==> src/hw/branch_unit_config.svh <==
//~~~~~~~~~~~~~~~~~~~~~~~~~~~~~~~~~~~~~~~~~~~~~~~~~~~~~~~~~~~~~~~~~~~~
// Widths for the branch resolution unit
// BU_XLEN may be 32 or 64; PC step assumes no compressed instructions
//~~~~~~~~~~~~~~~~~~~~~~~~~~~~~~~~~~~~~~~~~~~~~~~~~~~~~~~~~~~~~~~~~~~~

`ifndef BRANCH_UNIT_CONFIG_SVH
`define BRANCH_UNIT_CONFIG_SVH

// Operand, PC and target width
`define BU_XLEN 32

// Fall-through PC increment
`define BU_PC_STEP 4

`endif

==> src/hw/branch_unit_pkg.sv <==
//~~~~~~~~~~~~~~~~~~~~~~~~~~~~~~~~~~~~~~~~~~~~~~~~~~~~~~~~~~~~~~~~~~~~
// Shared types of the branch resolution unit
// Users refer to items with scoped names; nothing here is imported
//~~~~~~~~~~~~~~~~~~~~~~~~~~~~~~~~~~~~~~~~~~~~~~~~~~~~~~~~~~~~~~~~~~~~

`include "branch_unit_config.svh"

package branch_unit_pkg;

  // Operands, PCs, immediates and targets
  typedef logic [`BU_XLEN-1:0] xlen_t;

  // funct3 encodings of the B-type branches
  localparam logic [2:0] F3_BEQ  = 3'b000;
  localparam logic [2:0] F3_BNE  = 3'b001;
  localparam logic [2:0] F3_BLT  = 3'b100;
  localparam logic [2:0] F3_BGE  = 3'b101;
  localparam logic [2:0] F3_BLTU = 3'b110;
  localparam logic [2:0] F3_BGEU = 3'b111;

  // Comparison chosen by decode, consumed by execute
  typedef enum logic [2:0] {
    BR_EQ,
    BR_NE,
    BR_LT,
    BR_GE,
    BR_LTU,
    BR_GEU
  } branch_op_t;

  // Result controller states
  // Good or bad tells whether the prediction matched,
  // T or NT is the resolved direction
  typedef enum logic [2:0] {
    CU_RESET,
    CU_WAIT_OPS,
    CU_GOOD_T,
    CU_GOOD_NT,
    CU_BAD_T,
    CU_BAD_NT
  } cu_state_t;

endpackage

==> src/hw/branch_decode.sv <==
//~~~~~~~~~~~~~~~~~~~~~~~~~~~~~~~~~~~~~~~~~~~~~~~~~~~~~~~~~~~~~~~~~~~~
// One-entry decode stage; inputs must hold while op_valid_i waits
// funct3 010 and 011 are flagged illegal and decode as BR_EQ
//~~~~~~~~~~~~~~~~~~~~~~~~~~~~~~~~~~~~~~~~~~~~~~~~~~~~~~~~~~~~~~~~~~~~

module branch_decode (
  input  logic                       clk_i,
  input  logic                       rst_n_i,
  // Branch from the front end
  input  logic                       op_valid_i,
  output logic                       op_ready_o,
  input  logic [2:0]                 funct3_i,
  input  branch_unit_pkg::xlen_t     rs1_i,
  input  branch_unit_pkg::xlen_t     rs2_i,
  input  branch_unit_pkg::xlen_t     pc_i,
  input  branch_unit_pkg::xlen_t     imm_i,
  input  logic                       pred_taken_i,
  input  branch_unit_pkg::xlen_t     pred_target_i,
  // Decoded branch towards execute
  output logic                       dec_valid_o,
  input  logic                       dec_ready_i,
  output branch_unit_pkg::branch_op_t dec_op_o,
  output logic                       dec_illegal_o,
  output branch_unit_pkg::xlen_t     dec_rs1_o,
  output branch_unit_pkg::xlen_t     dec_rs2_o,
  output branch_unit_pkg::xlen_t     dec_pc_o,
  output branch_unit_pkg::xlen_t     dec_imm_o,
  output branch_unit_pkg::xlen_t     dec_pred_target_o,
  output logic                       dec_pred_taken_o
);

  logic                        live_q;
  logic                        valid_q;
  logic                        load;
  branch_unit_pkg::branch_op_t op_d;
  logic                        illegal_d;

  // Ready once out of reset, when empty or when draining this edge
  assign op_ready_o  = live_q & (~valid_q | dec_ready_i);
  assign load        = op_valid_i & op_ready_o;
  assign dec_valid_o = valid_q;

  // funct3 to comparison
  always_comb begin
    op_d      = branch_unit_pkg::BR_EQ;
    illegal_d = 1'b0;
    case (funct3_i)
      branch_unit_pkg::F3_BEQ:  op_d = branch_unit_pkg::BR_EQ;
      branch_unit_pkg::F3_BNE:  op_d = branch_unit_pkg::BR_NE;
      branch_unit_pkg::F3_BLT:  op_d = branch_unit_pkg::BR_LT;
      branch_unit_pkg::F3_BGE:  op_d = branch_unit_pkg::BR_GE;
      branch_unit_pkg::F3_BLTU: op_d = branch_unit_pkg::BR_LTU;
      branch_unit_pkg::F3_BGEU: op_d = branch_unit_pkg::BR_GEU;
      default:                  illegal_d = 1'b1;
    endcase
  end

  // Occupancy
  always_ff @(posedge clk_i or negedge rst_n_i) begin
    if (!rst_n_i) begin
      live_q  <= 1'b0;
      valid_q <= 1'b0;
    end else begin
      live_q <= 1'b1;
      if (load) begin
        valid_q <= 1'b1;
      end else if (dec_ready_i) begin
        valid_q <= 1'b0;
      end
    end
  end

  // Payload, written only on an accepted branch
  always_ff @(posedge clk_i) begin
    if (load) begin
      dec_op_o          <= op_d;
      dec_illegal_o     <= illegal_d;
      dec_rs1_o         <= rs1_i;
      dec_rs2_o         <= rs2_i;
      dec_pc_o          <= pc_i;
      dec_imm_o         <= imm_i;
      dec_pred_target_o <= pred_target_i;
      dec_pred_taken_o  <= pred_taken_i;
    end
  end

  // A stalled entry keeps its valid and its contents
  a_dec_hold: assert property (@(posedge clk_i) disable iff (!rst_n_i)
    dec_valid_o && !dec_ready_i |=>
      dec_valid_o && $stable(dec_op_o) && $stable(dec_pc_o) && $stable(dec_illegal_o));

endmodule

==> src/hw/branch_execute.sv <==
//~~~~~~~~~~~~~~~~~~~~~~~~~~~~~~~~~~~~~~~~~~~~~~~~~~~~~~~~~~~~~~~~~~~~
// One-entry execute stage resolving direction, next PC and prediction
// wrong_target is raw; the result FSM applies it only to taken branches
//~~~~~~~~~~~~~~~~~~~~~~~~~~~~~~~~~~~~~~~~~~~~~~~~~~~~~~~~~~~~~~~~~~~~

`include "branch_unit_config.svh"

module branch_execute (
  input  logic                        clk_i,
  input  logic                        rst_n_i,
  // Decoded branch
  input  logic                        dec_valid_i,
  output logic                        dec_ready_o,
  input  branch_unit_pkg::branch_op_t dec_op_i,
  input  logic                        dec_illegal_i,
  input  branch_unit_pkg::xlen_t      dec_rs1_i,
  input  branch_unit_pkg::xlen_t      dec_rs2_i,
  input  branch_unit_pkg::xlen_t      dec_pc_i,
  input  branch_unit_pkg::xlen_t      dec_imm_i,
  input  branch_unit_pkg::xlen_t      dec_pred_target_i,
  input  logic                        dec_pred_taken_i,
  // Resolved outcome towards the result FSM
  output logic                        exe_valid_o,
  input  logic                        exe_ready_i,
  output logic                        exe_taken_o,
  output logic                        exe_wrong_taken_o,
  output logic                        exe_wrong_target_o,
  output logic                        exe_illegal_o,
  output branch_unit_pkg::xlen_t      exe_next_pc_o
);

  logic                   live_q;
  logic                   valid_q;
  logic                   load;
  logic                   cmp;
  logic                   taken;
  branch_unit_pkg::xlen_t target;
  branch_unit_pkg::xlen_t seq_pc;

  assign dec_ready_o = live_q & (~valid_q | exe_ready_i);
  assign load        = dec_valid_i & dec_ready_o;
  assign exe_valid_o = valid_q;

  // Selected comparison
  always_comb begin
    cmp = 1'b0;
    case (dec_op_i)
      branch_unit_pkg::BR_EQ:  cmp = (dec_rs1_i == dec_rs2_i);
      branch_unit_pkg::BR_NE:  cmp = (dec_rs1_i != dec_rs2_i);
      branch_unit_pkg::BR_LT:  cmp = ($signed(dec_rs1_i) < $signed(dec_rs2_i));
      branch_unit_pkg::BR_GE:  cmp = ($signed(dec_rs1_i) >= $signed(dec_rs2_i));
      branch_unit_pkg::BR_LTU: cmp = (dec_rs1_i < dec_rs2_i);
      branch_unit_pkg::BR_GEU: cmp = (dec_rs1_i >= dec_rs2_i);
      default:                 cmp = 1'b0;
    endcase
  end

  // Illegal funct3 never takes
  assign taken = cmp & ~dec_illegal_i;

  // Both candidate PCs
  assign target = dec_pc_i + dec_imm_i;
  assign seq_pc = dec_pc_i + branch_unit_pkg::xlen_t'(`BU_PC_STEP);

  // Occupancy
  always_ff @(posedge clk_i or negedge rst_n_i) begin
    if (!rst_n_i) begin
      live_q  <= 1'b0;
      valid_q <= 1'b0;
    end else begin
      live_q <= 1'b1;
      if (load) begin
        valid_q <= 1'b1;
      end else if (exe_ready_i) begin
        valid_q <= 1'b0;
      end
    end
  end

  // Outcome registers
  always_ff @(posedge clk_i) begin
    if (load) begin
      exe_taken_o        <= taken;
      exe_wrong_taken_o  <= taken ^ dec_pred_taken_i;
      // Compared against the taken target even when falling through
      exe_wrong_target_o <= (dec_pred_target_i != target);
      exe_illegal_o      <= dec_illegal_i;
      exe_next_pc_o      <= taken ? target : seq_pc;
    end
  end

  // An illegal branch loaded here must come out not taken
  a_illegal_not_taken: assert property (@(posedge clk_i) disable iff (!rst_n_i)
    load && dec_illegal_i |=> exe_valid_o && !exe_taken_o && exe_illegal_o);

endmodule

==> src/hw/branch_unit_cu.sv <==
//~~~~~~~~~~~~~~~~~~~~~~~~~~~~~~~~~~~~~~~~~~~~~~~~~~~~~~~~~~~~~~~~~~~~
// Result controller; Moore FSM holding one result until res_ready_i
// Takes at most one branch every two cycles
//~~~~~~~~~~~~~~~~~~~~~~~~~~~~~~~~~~~~~~~~~~~~~~~~~~~~~~~~~~~~~~~~~~~~

module branch_unit_cu (
  input  logic                   clk_i,
  input  logic                   rst_n_i,
  // Outcome from execute
  input  logic                   exe_valid_i,
  output logic                   exe_ready_o,
  input  logic                   exe_taken_i,
  input  logic                   exe_wrong_taken_i,
  input  logic                   exe_wrong_target_i,
  input  logic                   exe_illegal_i,
  input  branch_unit_pkg::xlen_t exe_next_pc_i,
  // Result port
  output logic                   res_valid_o,
  input  logic                   res_ready_i,
  output logic                   res_taken_o,
  output logic                   res_mispredict_o,
  output logic                   res_illegal_o,
  output branch_unit_pkg::xlen_t res_next_pc_o
);

  branch_unit_pkg::cu_state_t state_q;
  branch_unit_pkg::cu_state_t state_d;
  logic                       exe_fire;
  logic                       illegal_q;
  branch_unit_pkg::xlen_t     next_pc_q;

  assign exe_fire = exe_valid_i & exe_ready_o;

  // State register
  always_ff @(posedge clk_i or negedge rst_n_i) begin
    if (!rst_n_i) begin
      state_q <= branch_unit_pkg::CU_RESET;
    end else begin
      state_q <= state_d;
    end
  end

  // Next state
  always_comb begin
    state_d = state_q;
    case (state_q)
      branch_unit_pkg::CU_RESET: begin
        state_d = branch_unit_pkg::CU_WAIT_OPS;
      end
      branch_unit_pkg::CU_WAIT_OPS: begin
        if (exe_fire) begin
          // Target only matters when the branch is taken
          if (exe_taken_i) begin
            state_d = (exe_wrong_taken_i || exe_wrong_target_i) ?
                      branch_unit_pkg::CU_BAD_T : branch_unit_pkg::CU_GOOD_T;
          end else begin
            state_d = exe_wrong_taken_i ?
                      branch_unit_pkg::CU_BAD_NT : branch_unit_pkg::CU_GOOD_NT;
          end
        end
      end
      branch_unit_pkg::CU_GOOD_T,
      branch_unit_pkg::CU_GOOD_NT,
      branch_unit_pkg::CU_BAD_T,
      branch_unit_pkg::CU_BAD_NT: begin
        // Hold until the consumer takes it
        if (res_ready_i) begin
          state_d = branch_unit_pkg::CU_WAIT_OPS;
        end
      end
      default: begin
        state_d = branch_unit_pkg::CU_RESET;
      end
    endcase
  end

  // Payload not encoded in the state
  always_ff @(posedge clk_i) begin
    if (exe_fire) begin
      next_pc_q <= exe_next_pc_i;
      illegal_q <= exe_illegal_i;
    end
  end

  assign res_next_pc_o = next_pc_q;
  assign res_illegal_o = illegal_q;

  // Moore outputs
  always_comb begin
    exe_ready_o      = 1'b0;
    res_valid_o      = 1'b0;
    res_taken_o      = 1'b0;
    res_mispredict_o = 1'b0;
    case (state_q)
      branch_unit_pkg::CU_WAIT_OPS: exe_ready_o = 1'b1;
      branch_unit_pkg::CU_GOOD_T: begin
        res_valid_o = 1'b1;
        res_taken_o = 1'b1;
      end
      branch_unit_pkg::CU_GOOD_NT: res_valid_o = 1'b1;
      branch_unit_pkg::CU_BAD_T: begin
        res_valid_o      = 1'b1;
        res_taken_o      = 1'b1;
        res_mispredict_o = 1'b1;
      end
      branch_unit_pkg::CU_BAD_NT: begin
        res_valid_o      = 1'b1;
        res_mispredict_o = 1'b1;
      end
      default: ;
    endcase
  end

  // Result held steady under back-pressure
  a_res_hold: assert property (@(posedge clk_i) disable iff (!rst_n_i)
    res_valid_o && !res_ready_i |=> res_valid_o && $stable(res_taken_o) &&
      $stable(res_mispredict_o) && $stable(res_next_pc_o) && $stable(res_illegal_o));

  // No new outcome accepted while a result is presented
  a_no_ready_in_result: assert property (@(posedge clk_i) disable iff (!rst_n_i)
    state_q inside {branch_unit_pkg::CU_GOOD_T, branch_unit_pkg::CU_GOOD_NT,
                    branch_unit_pkg::CU_BAD_T, branch_unit_pkg::CU_BAD_NT}
      |-> !exe_ready_o);

endmodule

==> src/hw/branch_unit.sv <==
//~~~~~~~~~~~~~~~~~~~~~~~~~~~~~~~~~~~~~~~~~~~~~~~~~~~~~~~~~~~~~~~~~~~~
// Branch resolution unit top; decode, execute and result in a chain
// No flush; results come out in input order
//~~~~~~~~~~~~~~~~~~~~~~~~~~~~~~~~~~~~~~~~~~~~~~~~~~~~~~~~~~~~~~~~~~~~

module branch_unit (
  input  logic                   clk_i,
  input  logic                   rst_n_i,
  // Branch in
  input  logic                   op_valid_i,
  output logic                   op_ready_o,
  input  logic [2:0]             funct3_i,
  input  branch_unit_pkg::xlen_t rs1_i,
  input  branch_unit_pkg::xlen_t rs2_i,
  input  branch_unit_pkg::xlen_t pc_i,
  input  branch_unit_pkg::xlen_t imm_i,
  input  logic                   pred_taken_i,
  input  branch_unit_pkg::xlen_t pred_target_i,
  // Result out
  output logic                   res_valid_o,
  input  logic                   res_ready_i,
  output logic                   res_taken_o,
  output logic                   res_mispredict_o,
  output branch_unit_pkg::xlen_t res_next_pc_o,
  output logic                   res_illegal_o
);

  // Decode to execute
  logic                        dec_valid;
  logic                        dec_ready;
  branch_unit_pkg::branch_op_t dec_op;
  logic                        dec_illegal;
  branch_unit_pkg::xlen_t      dec_rs1;
  branch_unit_pkg::xlen_t      dec_rs2;
  branch_unit_pkg::xlen_t      dec_pc;
  branch_unit_pkg::xlen_t      dec_imm;
  branch_unit_pkg::xlen_t      dec_pred_target;
  logic                        dec_pred_taken;

  // Execute to result
  logic                        exe_valid;
  logic                        exe_ready;
  logic                        exe_taken;
  logic                        exe_wrong_taken;
  logic                        exe_wrong_target;
  logic                        exe_illegal;
  branch_unit_pkg::xlen_t      exe_next_pc;

  branch_decode u_decode (
    .clk_i, .rst_n_i,
    .op_valid_i, .op_ready_o, .funct3_i, .rs1_i, .rs2_i, .pc_i, .imm_i,
    .pred_taken_i, .pred_target_i,
    .dec_valid_o (dec_valid), .dec_ready_i (dec_ready), .dec_op_o (dec_op),
    .dec_illegal_o (dec_illegal), .dec_rs1_o (dec_rs1), .dec_rs2_o (dec_rs2),
    .dec_pc_o (dec_pc), .dec_imm_o (dec_imm),
    .dec_pred_target_o (dec_pred_target), .dec_pred_taken_o (dec_pred_taken)
  );

  branch_execute u_execute (
    .clk_i, .rst_n_i,
    .dec_valid_i (dec_valid), .dec_ready_o (dec_ready), .dec_op_i (dec_op),
    .dec_illegal_i (dec_illegal), .dec_rs1_i (dec_rs1), .dec_rs2_i (dec_rs2),
    .dec_pc_i (dec_pc), .dec_imm_i (dec_imm),
    .dec_pred_target_i (dec_pred_target), .dec_pred_taken_i (dec_pred_taken),
    .exe_valid_o (exe_valid), .exe_ready_i (exe_ready), .exe_taken_o (exe_taken),
    .exe_wrong_taken_o (exe_wrong_taken), .exe_wrong_target_o (exe_wrong_target),
    .exe_illegal_o (exe_illegal), .exe_next_pc_o (exe_next_pc)
  );

  branch_unit_cu u_cu (
    .clk_i, .rst_n_i,
    .exe_valid_i (exe_valid), .exe_ready_o (exe_ready), .exe_taken_i (exe_taken),
    .exe_wrong_taken_i (exe_wrong_taken), .exe_wrong_target_i (exe_wrong_target),
    .exe_illegal_i (exe_illegal), .exe_next_pc_i (exe_next_pc),
    .res_valid_o, .res_ready_i, .res_taken_o, .res_mispredict_o,
    .res_illegal_o, .res_next_pc_o
  );

endmodule

==> config.mk <==
export PLATFORM = sky130hd
export DESIGN_NAME = branch_unit
export DESIGN_NICKNAME = d
export VERILOG_FILES = /design/src/hw/branch_unit_pkg.sv /design/src/hw/branch_decode.sv /design/src/hw/branch_execute.sv /design/src/hw/branch_unit_cu.sv /design/src/hw/branch_unit.sv
export VERILOG_INCLUDE_DIRS = /design/src /design/src/hw
export SDC_FILE = /design/constraint.sdc
export NUM_CORES = 1
export LEC_CHECK = 0
export BUFFER_PORTS_ARGS = -buffer_cell sky130_fd_sc_hd__buf_4
export CAP_MARGIN = 20
export CORE_UTILIZATION = 30
export DETAILED_ROUTE_END_ITERATION = 7
export PLACE_DENSITY = 0.5
export SLEW_MARGIN = 20
export SYNTH_ARGS = -nofsm -noshare
export SYNTH_HDL_FRONTEND = slang
export SYNTH_SLANG_ARGS = --single-unit
==> constraint.sdc <==
create_clock -name clk_i -period 6.2 [get_ports clk_i]
set_input_delay 0.62 -clock clk_i [delete_from_list [all_inputs] [get_ports clk_i]]
set_output_delay 0.62 -clock clk_i [all_outputs]
set_load 0.05 [all_outputs]
==> results_dict.tcl <==
set metrics [dict create \
    htreeDepth 1 \
    vdd_ir_drop_max_uv 204.5 \
    critPathSlowestCell "o21ai_4" \
    cts.sinks 240 \
    critical_path_class "reg2reg" \
    root_buffer "clkbuf_16" \
    cp_data_required_time_ps 6390 \
    status "completed" \
    core_um2 38020 \
    drtIter0Drc 602 \
    rsz0062_at_grt "no" \
    antenna_left 0 \
    avgSynthCellArea_um2 12.84 \
    drt-pass1-iter-count 4 \
    path_cells "ha_1, a21o_1, a21oi_1, o221ai_1, a2111oi_0, o221ai_1, mux2_1, o21a_1, o21ai_4, o21ai_0" \
    syn_inst 910 \
    nets 1354 \
    static-leakage-power_nw 5.650 \
    power_mw 4.989 \
    dp_hpwl_um 22320 \
    worstPathArrival_ps 4210 \
    synth.area.top_cells "edfxtp_1 60%, ha_1 7.1%, xnor2_1 4.4%" \
    design_area_um2 14660 \
    max_cap_viol_count 0 \
    cp-start-kind "flop" \
    cpPeakStageDelay_ps 680 \
    end_kind "flop" \
    io_buffers 204 \
    ys_types 74 \
    grt_usage_pct 15.28 \
    hold_slack_ps 239.2 \
    clockBufferDepth 3 \
    r2r-start "u_decode.dec_rs1_o[13]$_DFFE_PP_" \
    path_clk_slew_ps 60 \
    grt_pass1_vias 7916 \
    gp_congestion 0.9018 \
    synth_area_leader_cell "edfxtp_1" \
    min_path_type "in2reg" \
    min_period_ps 4020 \
    initial_core_util_pct 30.74 \
    pre_cts_slack_ps 2155 \
    ys_seq_area_share_pct 61.40 \
    num_io_pins 205 \
    area_growth_pct 25.42 \
    dieHeight_um 199.4 \
    diodes 0 \
    routed_wl_um 30200 \
    worst_slew_pin_slew_ps 1082 \
    finalHoldViolations 0 \
    grt_pass1_wl_um 45760 \
    p_per_area_nw_per_um2 340.3 \
    vias_per_cell 4.730 \
    yosys_warnings 0 \
    drc_errors 0 \
    grt_max_degree 166 \
    fmaxAchievable_mhz 248.7 \
    cts_made_buffers 28 \
    synth_flop_cell "edfxtp_1" \
    die_area_um2 39760 \
    synth_enable_flop_cells 234 \
    slew_headroom_pct 27.88 \
    crit_fanout 31 \
    slew_violations 0 \
    tns_ps 0 \
    post_cts_resized 0 \
    ys_seq_elements 240 \
    finalSetupViolations 0 \
    gr-total-overflow 0 \
    grt_antenna_before_repair 2 \
    drive_gt1_share_pct 23.68 \
    skew_ps 13.88 \
    detail_route.wl_per_cell_um 18.29 \
    syn_area_um2 11690 \
    min_from "imm_i[11]" \
    async_reset_ff_share_pct 2.500 \
    syn_nets 1145 \
    finalWorstSetupSlack_ps 2180 \
    num_vias 7809 \
    rows 71 \
    worstSkewPairLatency_ps 550 \
    crit_path_start "u_decode.dec_rs1_o[13]$_DFFE_PP_" \
    cts_tree "built" \
    crit_top_cell "o221ai_1" \
    die_w_um 199.4 \
    fin_crit_sh_pct 64.84 \
    dpl_cell_area_um2 13760 \
    synth_top_area_share_pct 60.12 \
]
[final timing paths]
path / depth (start not counted) / endpoint / slack, ps
worst max-delay path: 10 / u_execute.exe_next_pc_o[9]$_DFFE_PP_ / 2180
worst min-delay path: 1 / u_decode.dec_imm_o[11]$_DFFE_PP_ / 240
worst max register to register: 10 / u_execute.exe_next_pc_o[9]$_DFFE_PP_ / 2180
worst min register to register: 0 / u_cu.res_next_pc_o[26]$_DFFE_PP_ / 410
max in group asynchronous: 2 / u_cu.state_q[1]$_DFFE_PN0P_ / 5650
min in group asynchronous: 2 / u_cu.state_q[2]$_DFFE_PN0P_ / 430
[sequential cells by signal (all words and copies together) (netlist names), 32 cells and up]
name / cells
u_cu.res_next_pc_o: 32
u_execute.exe_next_pc_o: 32
u_decode.dec_rs1_o: 32
u_decode.dec_imm_o: 32
u_decode.dec_pred_target_o: 32
u_decode.dec_pc_o: 32
u_decode.dec_rs2_o: 32
[timing repair]
item,4_1_cts,5_1_grt
endpoints found under the hold margin,6,0
hold buffers,1,0
buffers inserted,0,0
[where the power goes]
group	total, mW	switching, mW	internal [mW]
clock network	1.61	0.643	0.962
logic	1.23	0.786	0.441
registers	2.16	0.102	2.06
[placed cells by master, fill, tap and decap left out, types with 3 or more instances in the layout]
master       n
clkbuf_1    10
o221ai_1     3
nor2b_1      8
o221a_2      3
a21oi_1     61
a2111oi_0    3
nor3_1      22
nand4_1     23
o21a_1       6
nand3_1     27
o31a_1       3
xnor2_1     59
clkinv_2     4
nand2_1     67
xor2_1      29
nor2_1      60
o31ai_1      3
o21ai_1      7
clkbuf_16   29
ha_1        66
o21ai_0     27
nor4_1       4
mux2_2       4
a211oi_1     6
edfxtp_1   234
buf_4      206
xnor3_1      3
dfrtp_1      6
a31oi_1      5
a21o_1      14
inv_1       57
o211ai_1     6
and3_1       9
mux2i_1      5
[through the flow]
stage	utilization (%)	instances
after floorplan	-	910
after global placement	36.18	1599
after detailed placement	36.18	1599
after CTS	38.56	1651
after global routing	38.56	1651
final	38.56	1651
[cells in the mapped netlist, drive strengths merged (4+ instances only)]
| library cell | n |
|---|---|
| inv | 57 |
| mux2 | 5 |
| nand3 | 27 |
| a211oi | 7 |
| nand4 | 23 |
| o21ai | 36 |
| o21a | 6 |
| nor2b | 8 |
| o31ai | 4 |
| ha | 66 |
| and3 | 11 |
| clkbuf | 12 |
| a21o | 14 |
| a31oi | 6 |
| xnor2 | 59 |
| nand2 | 67 |
| mux2i | 5 |
| a21oi | 62 |
| nor2 | 60 |
| dfrtp | 6 |
| a2111oi | 6 |
| buf | 17 |
| edfxtp | 234 |
| o21bai | 4 |
| o211ai | 6 |
| nor3 | 22 |
| nor4 | 4 |
| xor2 | 30 |
[worst max-delay path, delay by kind of cell (launching register included)]
kind                     cells  cell delay (ps)
flip-flops                   1              370
multiplexers                 1              360
AO/OA/AOI/OAI                8             2590
adder cells (fa/ha/maj)      1              320
[metal layers]
| metal | share of wire, % | GRT usage [%] |
|---|---|---|
| met4 | 1.9 | 3.675 |
| met1 | 47 | 21.52 |
| met2 | 45 | 24.09 |
| met5 | 0.056 | 0 |
| met3 | 5.8 | 2.987 |
[area by class of cell]
cell class              count  area [um2]
clock inverters            10       103.9
repair buffers            208        1577
multi-input cells         584        4159
clock buffers              41       790.8
inverters                  57       214.0
fillers                  3722       23360
flip-flops and latches    240        7177
well taps                 511       639.4
[cells by family (layout without fill, tap and decap cells)]
| kind of cell | count (synthesis) | after routing | share of synthesized area [%] |
|---|---|---|---|
| other cells | 1 | 1 | 0.03208 |
| buf+inv | 86 | 316 | 3.061 |
| fa+ha+maj | 67 | 67 | 7.236 |
| simple gates | 232 | 232 | 9.270 |
| mux | 10 | 10 | 0.9099 |
| flops | 240 | 240 | 61.40 |
| xor+xnor | 92 | 92 | 7.311 |
| compound gates | 182 | 182 | 10.78 |
No activity file was read; power rests on OpenSTA's default activity.
